`src/hw/cam_pkg.sv`:
```
package cam_pkg;

  // column counter and per-region counter widths
  localparam int COL_W = 10;
  localparam int CNT_W = 19;

  // active pixels per line
  localparam logic [COL_W-1:0] LINE_WIDTH = 10'd640;
  // first column of the centre third
  localparam logic [COL_W-1:0] LEFT_EDGE  = 10'd213;
  // first column of the right third
  localparam logic [COL_W-1:0] RIGHT_EDGE = 10'd427;

  // orange window on the expanded 8-bit channels
  localparam logic [7:0] ORANGE_R_MIN = 8'd192;
  localparam logic [7:0] ORANGE_G_MIN = 8'd64;
  localparam logic [7:0] ORANGE_G_MAX = 8'd176;
  localparam logic [7:0] ORANGE_B_MAX = 8'd96;

  // marker colour painted over orange pixels, pure green
  localparam logic [7:0] MARK_R = 8'd0;
  localparam logic [7:0] MARK_G = 8'd255;
  localparam logic [7:0] MARK_B = 8'd0;

  // fewest orange pixels per frame before a direction is reported
  localparam logic [CNT_W-1:0] MIN_HITS = 19'd16;

  typedef enum logic [1:0] {
    DIR_NONE,
    DIR_LEFT,
    DIR_CENTER,
    DIR_RIGHT
  } direction_e;

  // remote opcodes from the IR decoder
  typedef enum logic [2:0] {
    CMD_STOP,
    CMD_FORWARD,
    CMD_LEFT,
    CMD_RIGHT,
    CMD_AUTO
  } ir_cmd_e;

  typedef enum logic [1:0] {
    DRV_STOP,
    DRV_FWD,
    DRV_LEFT,
    DRV_RIGHT
  } drive_state_e;

  typedef enum logic {
    MODE_MANUAL,
    MODE_AUTO
  } mode_e;

  // frame buffer read-out, data is RGB444 with red in the top nibble
  typedef struct packed {
    logic        active;
    logic        hsync;
    logic        vsync;
    logic [11:0] data;
  } pixel_in_t;

  typedef struct packed {
    logic [7:0] r;
    logic [7:0] g;
    logic [7:0] b;
  } rgb_t;

  typedef struct packed {
    logic active;
    logic hsync;
    logic vsync;
    rgb_t rgb;
  } pixel_out_t;

  typedef struct packed {
    drive_state_e state;
    logic [1:0]   speed;
  } drive_cmd_t;

endpackage

```
`src/hw/pixel_unpack.sv`:
```
`timescale 1ns/1ps

module pixel_unpack (
  input  logic                clk_25_vga,
  input  logic                arst_n,
  input  cam_pkg::pixel_in_t  pix_in,
  output cam_pkg::pixel_out_t pix_out
);

  // expanded colour before the output register
  cam_pkg::rgb_t rgb_exp;

  // nibble repeated into both halves, so 4'hf maps to 8'hff and 4'h0 to 8'h00
  // outside the visible area the colour is forced to black
  always_comb begin
    if (pix_in.active) begin
      rgb_exp.r = {pix_in.data[11:8], pix_in.data[11:8]};
      rgb_exp.g = {pix_in.data[7:4], pix_in.data[7:4]};
      rgb_exp.b = {pix_in.data[3:0], pix_in.data[3:0]};
    end else begin
      rgb_exp.r = 8'h00;
      rgb_exp.g = 8'h00;
      rgb_exp.b = 8'h00;
    end
  end

  // one stage register, strobes ride along with the colour
  // black and idle out of reset so the overlay shows nothing stale
  always_ff @(posedge clk_25_vga or negedge arst_n) begin
    if (!arst_n) begin
      pix_out.active <= 1'b0;
      pix_out.hsync  <= 1'b0;
      pix_out.vsync  <= 1'b0;
      pix_out.rgb    <= '0;
    end else begin
      pix_out.active <= pix_in.active;
      pix_out.hsync  <= pix_in.hsync;
      pix_out.vsync  <= pix_in.vsync;
      pix_out.rgb    <= rgb_exp;
    end
  end

endmodule

```
`src/hw/target_finder.sv`:
```
`timescale 1ns/1ps

module target_finder (
  input  logic                clk_25_vga,
  input  logic                arst_n,
  input  cam_pkg::pixel_out_t pix_in,
  output cam_pkg::pixel_out_t pix_out,
  output logic                hit
);

  // per-channel window checks
  logic r_ok;
  logic g_ok;
  logic b_ok;
  // red must dominate green, otherwise yellows slip through
  logic r_over_g;
  logic is_orange;

  // colour leaving this stage
  cam_pkg::rgb_t rgb_next;

  assign r_ok     = (pix_in.rgb.r >= cam_pkg::ORANGE_R_MIN);
  assign g_ok     = (pix_in.rgb.g >= cam_pkg::ORANGE_G_MIN) &&
                    (pix_in.rgb.g <= cam_pkg::ORANGE_G_MAX);
  assign b_ok     = (pix_in.rgb.b <= cam_pkg::ORANGE_B_MAX);
  assign r_over_g = (pix_in.rgb.r > pix_in.rgb.g);

  // blanked pixels never count, even if the colour fields were garbage
  assign is_orange = pix_in.active && r_ok && g_ok && b_ok && r_over_g;

  // overlay so the VGA output shows exactly what the tracker locked onto
  always_comb begin
    if (is_orange) begin
      rgb_next.r = cam_pkg::MARK_R;
      rgb_next.g = cam_pkg::MARK_G;
      rgb_next.b = cam_pkg::MARK_B;
    end else begin
      rgb_next = pix_in.rgb;
    end
  end

  // hit is registered with its pixel so the classifier sees them aligned
  always_ff @(posedge clk_25_vga or negedge arst_n) begin
    if (!arst_n) begin
      pix_out.active <= 1'b0;
      pix_out.hsync  <= 1'b0;
      pix_out.vsync  <= 1'b0;
      pix_out.rgb    <= '0;
      hit            <= 1'b0;
    end else begin
      pix_out.active <= pix_in.active;
      pix_out.hsync  <= pix_in.hsync;
      pix_out.vsync  <= pix_in.vsync;
      pix_out.rgb    <= rgb_next;
      hit            <= is_orange;
    end
  end

endmodule

```
`src/hw/direction_classifier.sv`:
```
`timescale 1ns/1ps

module direction_classifier (
  input  logic                clk_25_vga,
  input  logic                arst_n,
  input  cam_pkg::pixel_out_t pix_in,
  input  logic                hit,
  output cam_pkg::direction_e direction,
  output logic                dir_valid
);

  // column of the current pixel within its line
  logic [cam_pkg::COL_W-1:0] col;

  // orange pixel counts for the frame so far
  logic [cam_pkg::CNT_W-1:0] cnt_left;
  logic [cam_pkg::CNT_W-1:0] cnt_center;
  logic [cam_pkg::CNT_W-1:0] cnt_right;

  // region of the current hit
  logic hit_left;
  logic hit_center;
  logic hit_right;

  // counts including the current pixel
  logic [cam_pkg::CNT_W-1:0] sum_left;
  logic [cam_pkg::CNT_W-1:0] sum_center;
  logic [cam_pkg::CNT_W-1:0] sum_right;
  // two extra bits so the three-way sum cannot wrap
  logic [cam_pkg::CNT_W+1:0] total;

  cam_pkg::direction_e dir_next;

  // thirds split by column, checked left to right
  always_comb begin
    hit_left   = 1'b0;
    hit_center = 1'b0;
    hit_right  = 1'b0;
    if (hit && pix_in.active) begin
      if (col < cam_pkg::LEFT_EDGE) begin
        hit_left = 1'b1;
      end else if (col < cam_pkg::RIGHT_EDGE) begin
        hit_center = 1'b1;
      end else begin
        hit_right = 1'b1;
      end
    end
  end

  assign sum_left   = cnt_left + {{(cam_pkg::CNT_W-1){1'b0}}, hit_left};
  assign sum_center = cnt_center + {{(cam_pkg::CNT_W-1){1'b0}}, hit_center};
  assign sum_right  = cnt_right + {{(cam_pkg::CNT_W-1){1'b0}}, hit_right};

  assign total = {2'b00, sum_left} + {2'b00, sum_center} + {2'b00, sum_right};

  // too few hits means no target
  // otherwise largest third wins, ties favour centre then left
  always_comb begin
    if (total < {2'b00, cam_pkg::MIN_HITS}) begin
      dir_next = cam_pkg::DIR_NONE;
    end else if ((sum_center >= sum_left) && (sum_center >= sum_right)) begin
      dir_next = cam_pkg::DIR_CENTER;
    end else if (sum_left >= sum_right) begin
      dir_next = cam_pkg::DIR_LEFT;
    end else begin
      dir_next = cam_pkg::DIR_RIGHT;
    end
  end

  always_ff @(posedge clk_25_vga or negedge arst_n) begin
    if (!arst_n) begin
      col        <= '0;
      cnt_left   <= '0;
      cnt_center <= '0;
      cnt_right  <= '0;
      direction  <= cam_pkg::DIR_NONE;
      dir_valid  <= 1'b0;
    end else begin
      // vsync is a single-cycle pulse, so the strobe is too
      dir_valid <= pix_in.vsync;
      // column holds at LINE_WIDTH if a line runs long
      if (pix_in.hsync) begin
        col <= '0;
      end else if (pix_in.active && (col != cam_pkg::LINE_WIDTH)) begin
        col <= col + 1'b1;
      end
      if (pix_in.vsync) begin
        // decide and start the next frame from zero
        direction  <= dir_next;
        cnt_left   <= '0;
        cnt_center <= '0;
        cnt_right  <= '0;
      end else begin
        cnt_left   <= sum_left;
        cnt_center <= sum_center;
        cnt_right  <= sum_right;
      end
    end
  end

endmodule

```
`src/hw/drive_fsm.sv`:
```
`timescale 1ns/1ps

module drive_fsm (
  input  logic                clk_25_vga,
  input  logic                arst_n,
  input  logic                ir_valid,
  input  cam_pkg::ir_cmd_e    ir_cmd,
  input  cam_pkg::direction_e direction,
  input  logic                dir_valid,
  input  logic [1:0]          speed,
  output cam_pkg::drive_cmd_t drive
);

  cam_pkg::mode_e        mode;
  cam_pkg::drive_state_e state;
  cam_pkg::mode_e        mode_next;
  cam_pkg::drive_state_e state_next;

  always_comb begin
    mode_next  = mode;
    state_next = state;
    if (ir_valid) begin
      // remote always wins over the camera, any motion command drops to manual
      case (ir_cmd)
        cam_pkg::CMD_STOP: begin
          mode_next  = cam_pkg::MODE_MANUAL;
          state_next = cam_pkg::DRV_STOP;
        end
        cam_pkg::CMD_FORWARD: begin
          mode_next  = cam_pkg::MODE_MANUAL;
          state_next = cam_pkg::DRV_FWD;
        end
        cam_pkg::CMD_LEFT: begin
          mode_next  = cam_pkg::MODE_MANUAL;
          state_next = cam_pkg::DRV_LEFT;
        end
        cam_pkg::CMD_RIGHT: begin
          mode_next  = cam_pkg::MODE_MANUAL;
          state_next = cam_pkg::DRV_RIGHT;
        end
        // hand over to the camera, keep moving as before until the next frame
        cam_pkg::CMD_AUTO: begin
          mode_next = cam_pkg::MODE_AUTO;
        end
        // unknown opcodes are dropped
        default: begin
          mode_next = mode;
        end
      endcase
    end else if (dir_valid && (mode == cam_pkg::MODE_AUTO)) begin
      // follow the target, lost target means stop
      case (direction)
        cam_pkg::DIR_LEFT:   state_next = cam_pkg::DRV_LEFT;
        cam_pkg::DIR_CENTER: state_next = cam_pkg::DRV_FWD;
        cam_pkg::DIR_RIGHT:  state_next = cam_pkg::DRV_RIGHT;
        default:             state_next = cam_pkg::DRV_STOP;
      endcase
    end
  end

  always_ff @(posedge clk_25_vga or negedge arst_n) begin
    if (!arst_n) begin
      mode  <= cam_pkg::MODE_MANUAL;
      state <= cam_pkg::DRV_STOP;
    end else begin
      mode  <= mode_next;
      state <= state_next;
    end
  end

  // motor speed follows the level input, but never while stopped
  assign drive.state = state;
  assign drive.speed = (state == cam_pkg::DRV_STOP) ? 2'b00 : speed;

endmodule

```
`src/hw/cam_track_top.sv`:
```
`timescale 1ns/1ps

module cam_track_top (
  input  logic                clk_25_vga,
  input  logic                arst_n,
  input  cam_pkg::pixel_in_t  pix_in,
  input  logic                ir_valid,
  input  cam_pkg::ir_cmd_e    ir_cmd,
  input  logic [1:0]          speed,
  output cam_pkg::pixel_out_t pix_out,
  output cam_pkg::direction_e direction,
  output logic                dir_valid,
  output cam_pkg::drive_cmd_t drive
);

  // decode to execute
  cam_pkg::pixel_out_t unpacked_pix;
  // orange flag, aligned with pix_out
  logic                hit;

  // RGB444 to RGB888 with blanking, 1 cycle
  pixel_unpack u_pixel_unpack (
    .clk_25_vga (clk_25_vga),
    .arst_n     (arst_n),
    .pix_in     (pix_in),
    .pix_out    (unpacked_pix)
  );

  // orange test and marker overlay, 1 cycle
  // its output is also the pixel stream seen by the classifier
  target_finder u_target_finder (
    .clk_25_vga (clk_25_vga),
    .arst_n     (arst_n),
    .pix_in     (unpacked_pix),
    .pix_out    (pix_out),
    .hit        (hit)
  );

  // per-frame region counts, decision one cycle after the delayed vsync
  direction_classifier u_direction_classifier (
    .clk_25_vga (clk_25_vga),
    .arst_n     (arst_n),
    .pix_in     (pix_out),
    .hit        (hit),
    .direction  (direction),
    .dir_valid  (dir_valid)
  );

  // IR remote and camera direction to motor command
  drive_fsm u_drive_fsm (
    .clk_25_vga (clk_25_vga),
    .arst_n     (arst_n),
    .ir_valid   (ir_valid),
    .ir_cmd     (ir_cmd),
    .direction  (direction),
    .dir_valid  (dir_valid),
    .speed      (speed),
    .drive      (drive)
  );

endmodule

```
`config.mk`:
```
export PLATFORM = sky130hd
export DESIGN_NAME = cam_track_top
export DESIGN_NICKNAME = d
export VERILOG_FILES = /design/src/hw/cam_pkg.sv /design/src/hw/pixel_unpack.sv /design/src/hw/target_finder.sv /design/src/hw/direction_classifier.sv /design/src/hw/drive_fsm.sv /design/src/hw/cam_track_top.sv
export SDC_FILE = /design/constraint.sdc
export NUM_CORES = 1
export LEC_CHECK = 0
export ABC_CLOCK_PERIOD_IN_PS = 15200
export BUFFER_PORTS_ARGS = -buffer_cell sky130_fd_sc_hd__buf_2
export CAP_MARGIN = 20
export CELL_PAD_IN_SITES_DETAIL_PLACEMENT = 0
export CELL_PAD_IN_SITES_GLOBAL_PLACEMENT = 2
export CORE_ASPECT_RATIO = 0.6
export CORE_MARGIN = 4
export CORE_UTILIZATION = 42
export DETAILED_ROUTE_END_ITERATION = 12
export PLACE_DENSITY_LB_ADDON = 0.1
export RECOVER_POWER = 25
export SKIP_LAST_GASP = 1
export SYNTH_ARGS = -nofsm -noshare
export SYNTH_HDL_FRONTEND = slang
export SYNTH_SLANG_ARGS = --single-unit
```
`constraint.sdc`:
```
create_clock -name clk_25_vga -period 15.2 [get_ports clk_25_vga]
set_clock_uncertainty 0.05 [all_clocks]
set_input_delay 4.56 -clock clk_25_vga [delete_from_list [all_inputs] [get_ports clk_25_vga]]
set_output_delay 4.56 -clock clk_25_vga [all_outputs]
set_load 0.02 [all_outputs]
```
==> out/results.ini <==
[run_status]
outcome = finished, violations left
violations_in_the_final_reports = capacitance limit, slew limit

[floorplan]
dieHeight_um = 113
initial_core_util = 0.427
core_region_area_um2 = 18100
ios = 57
die_width_um = 183
placement_rows = 38
die_area_um2 = 20700

[clock_network]
cts_resized = 0
cts_tree = built
clock_tree.htree_level_count = 3
count_of_buffers_added_by_post_cts_timing_repair_for_setup = 0
numCtsBuffers = 9
clock_tree.buffer_depth = 2
clk_pin_slew_ps = 70
hold_buffers = 0
clkSinkCount = 104
clkLatencyLatePin_ps = 360
cts-root-buf = clkbuf_16

[synthesis]
cell_type_with_the_largest_total_area_after_synthesis = dfrtp_1
synth.area.top_cells = dfrtp_1 (34%), ha_1 (17%), nor2_1 (4.7%)
synth.top_cell.area_share = 0.337
synthCells = 856
postSynth.asyncResetShare = 1.00
number_of_enable_type_register_cells_in_the_synthesized_netlist = 0
synthesis.nets = 987
synth_cell_area_um2 = 7720
ys_types = 64
ys.flop_type = dfrtp_1
synthesis.yosys.warnings = 0
synth_sequential_area_ratio = 0.337
post_synth.cell_area_avg_um2 = 9.02
synth.ff_latch_count = 104

[routing]
wl_mm = 19.6
viasPerCell = 5.34
total_via_count_in_the_routed_design = 6088
drt_iter0_drc = 478
drc = 0
routed_length_per_placed_instance_um = 17.2
detailedRoute.firstPassIterationCount = 5
route.antenna.remaining_nets = 0

[place]
port_buffers = 56
place_area_um2 = 8170
gp_congestion = 0.847
detailed_place_hpwl_mm = 15.7

[finish]
num_antenna_cells = 0
finish.net_count = 1027
fraction_of_layout_instances_using_a_drive_strength_above_1 = 0.103
finalInstanceArea_um2 = 8470
area.growth.synth_to_final_pct = 9.69
finalCoreUtilization = 0.469

[global_route]
antenna_violations_before_repair = 0
grt.total_usage = 0.197
grt_remaining_overflow = 0
vias_in_the_first_global_route = 5926
grt_max_degree = 64
first_pass_grt_wire_length_mm = 32.2

[min_path]
min_to = u_target_finder.pix_out[24]
timing.hold.worst.class = flop to flop
worst_hold_startpoint = u_pixel_unpack.pix_out[24]
worst_hold_path.num_cells = 0

[power]
leakagePower_nw = 4.37
power.density_cell_area_nw_per_um2 = 66.9
vdd_ir_drop_max_mv = 0.0445

[worst_setup_path]
worstRegToRegCells = 34
slowest_stage = buf_2
setup.worst_path.class = input port to primary output
timing.critical_path.cells = buf_2 > o21a_1 > buf_2
rr_endpoint = u_direction_classifier.direction[0]
crit_fanout = 1
r2r_setup_slack_ps = 7700
critical_path_arrival_ps = 4900
crit_path_start = speed[0]
crit_top_cell = buf_2
r2r_start = u_direction_classifier.col[0]
critPathLaunchType = input port
critical-path-max-stage-delay_ps = 150
worst-endpoint-required_ps = 10590
endpoint_kind = primary output

[sta]
rsz0062_at_grt = false
period_utilization_post_route = 0.626
fin_setup_tns_ps = 0
timing.final.setup_violations = 0
max_clock_freq_mhz = 105
period_needed_ps = 9510
worst_slew_pin_slew_ps = 2930
final_hold_viol_count = 0
slew_viol_final = 64
max_slew_headroom_at_the_worst_pin = -0.954

[job]
maxCapViolCount = 1

-- cells in the mapped netlist, drive strengths merged, types with 6 or more instances --
master	instances
xor2	38
and3	17
nor2b	33
buf	15
nand2	47
and2	14
a211oi	9
o21a	8
nor2	96
nand4	17
a21oi	52
o211ai	6
xnor2	38
ha	107
o21ai	29
dfrtp	104
nand2b	13
nor3	10
nand3	34
inv	60
o21bai	8
clkbuf	15
a21o	17
-- worst max path at each step --
stage | slack (ps) | endpoint
final | 5690 | drive[0]
after global routing | 5670 | drive[0]
after CTS | 5690 | drive[0]
after detailed placement | 5690 | drive[0]
after global placement | 5690 | drive[1]
after floorplan | 5820 | drive[0]
-- critical path, delay by kind of cell --
| family | cells | cell delay (ps) |
|---|---|---|
| buf+inv | 2 | 250 |
| compound gates | 1 | 90 |
-- layout by cell type (no fill, tap or decap), types with 9 or more instances in the layout --
master / netlist / final
a21oi_1: 49 / 49
inv_1: 60 / 60
and2_1: 14 / 13
nand3_1: 34 / 34
nand4_1: 17 / 17
nand2b_1: 13 / 13
ha_1: 107 / 107
o21ai_0: 29 / 29
xor2_1: 38 / 38
a21o_1: 17 / 17
xnor2_1: 38 / 38
and3_1: 17 / 17
nor3_1: 10 / 10
buf_2: 0 / 55
clkbuf_16: 0 / 9
nor2b_1: 33 / 33
dfrtp_1: 104 / 103
nor2_1: 96 / 96
nand2_1: 47 / 47
-- kinds of logic (layout without fill, tap and decap cells) --
logic type | after synthesis | after routing | share of synthesized area
xor gates and xnor gates | 76 | 76 | 0.0862
and+or+nand+nor | 306 | 306 | 0.200
DFF | 104 | 104 | 0.337
muxes | 4 | 4 | 0.00551
adders and majority gates | 108 | 108 | 0.176
buffers and inverters | 90 | 135 | 0.0496
AOI/OAI and AO/OA | 168 | 168 | 0.146
-- through the flow --
| stage | setup WS [ps] | instances | total power [mW] | hold WS (ps) |
|---|---|---|---|---|
| floorplan | 5820 | 856 | 0.314 | 281 |
| global placement | 5690 | 1125 | 0.330 | 282 |
| CTS | 5690 | 1141 | 0.575 | 304 |
| global route | 5670 | 1141 | 0.591 | 308 |
| finish | 5690 | 1141 | 0.566 | 303 |
| detailed placement | 5690 | 1125 | 0.331 | 285 |
-- layout make-up --
type	count	area, um2
clock buffers	10	229
clock inverters	6	77.6
fillers	1759	9600
inverters	60	225
multi-input cells	662	4740
flip-flops and latches	104	2600
well taps	240	300
repair buffers	59	298
-- power breakdown --
| part | total [mW] | leakage (nW) | internal [mW] | switching, mW |
|---|---|---|---|---|
| Clock | 0.242 | 0.147 | 0.131 | 0.111 |
| Combinational | 0.0368 | 2.82 | 0.0127 | 0.0241 |
| Sequential | 0.287 | 1.40 | 0.283 | 0.00476 |
| Total | 0.566 | 4.37 | 0.426 | 0.140 |
-- flip-flops by register name (all words and copies together) (netlist names) --
signal / flops
u_direction_classifier.col: 10
u_direction_classifier.cnt_right: 19
u_pixel_unpack.pix_out: 15
u_direction_classifier.dir_valid: 1
u_drive_fsm.state: 2
u_drive_fsm.mode: 1
u_direction_classifier.cnt_left: 19
u_direction_classifier.direction: 2
u_target_finder.pix_out: 15
u_direction_classifier.cnt_center: 19
u_target_finder.hit: 1
-- metal layers --
layer	part of all wire	global-route usage	wire, um	vias to the layer above
met5	0	0	0	-
met4	0.0098	0.0392	191	0
met3	0.047	0.0360	924	16
met2	0.35	0.246	6940	118
met1	0.59	0.338	11500	2902
li1	-	-	-	3052
(Power assumes the default switching activity.)
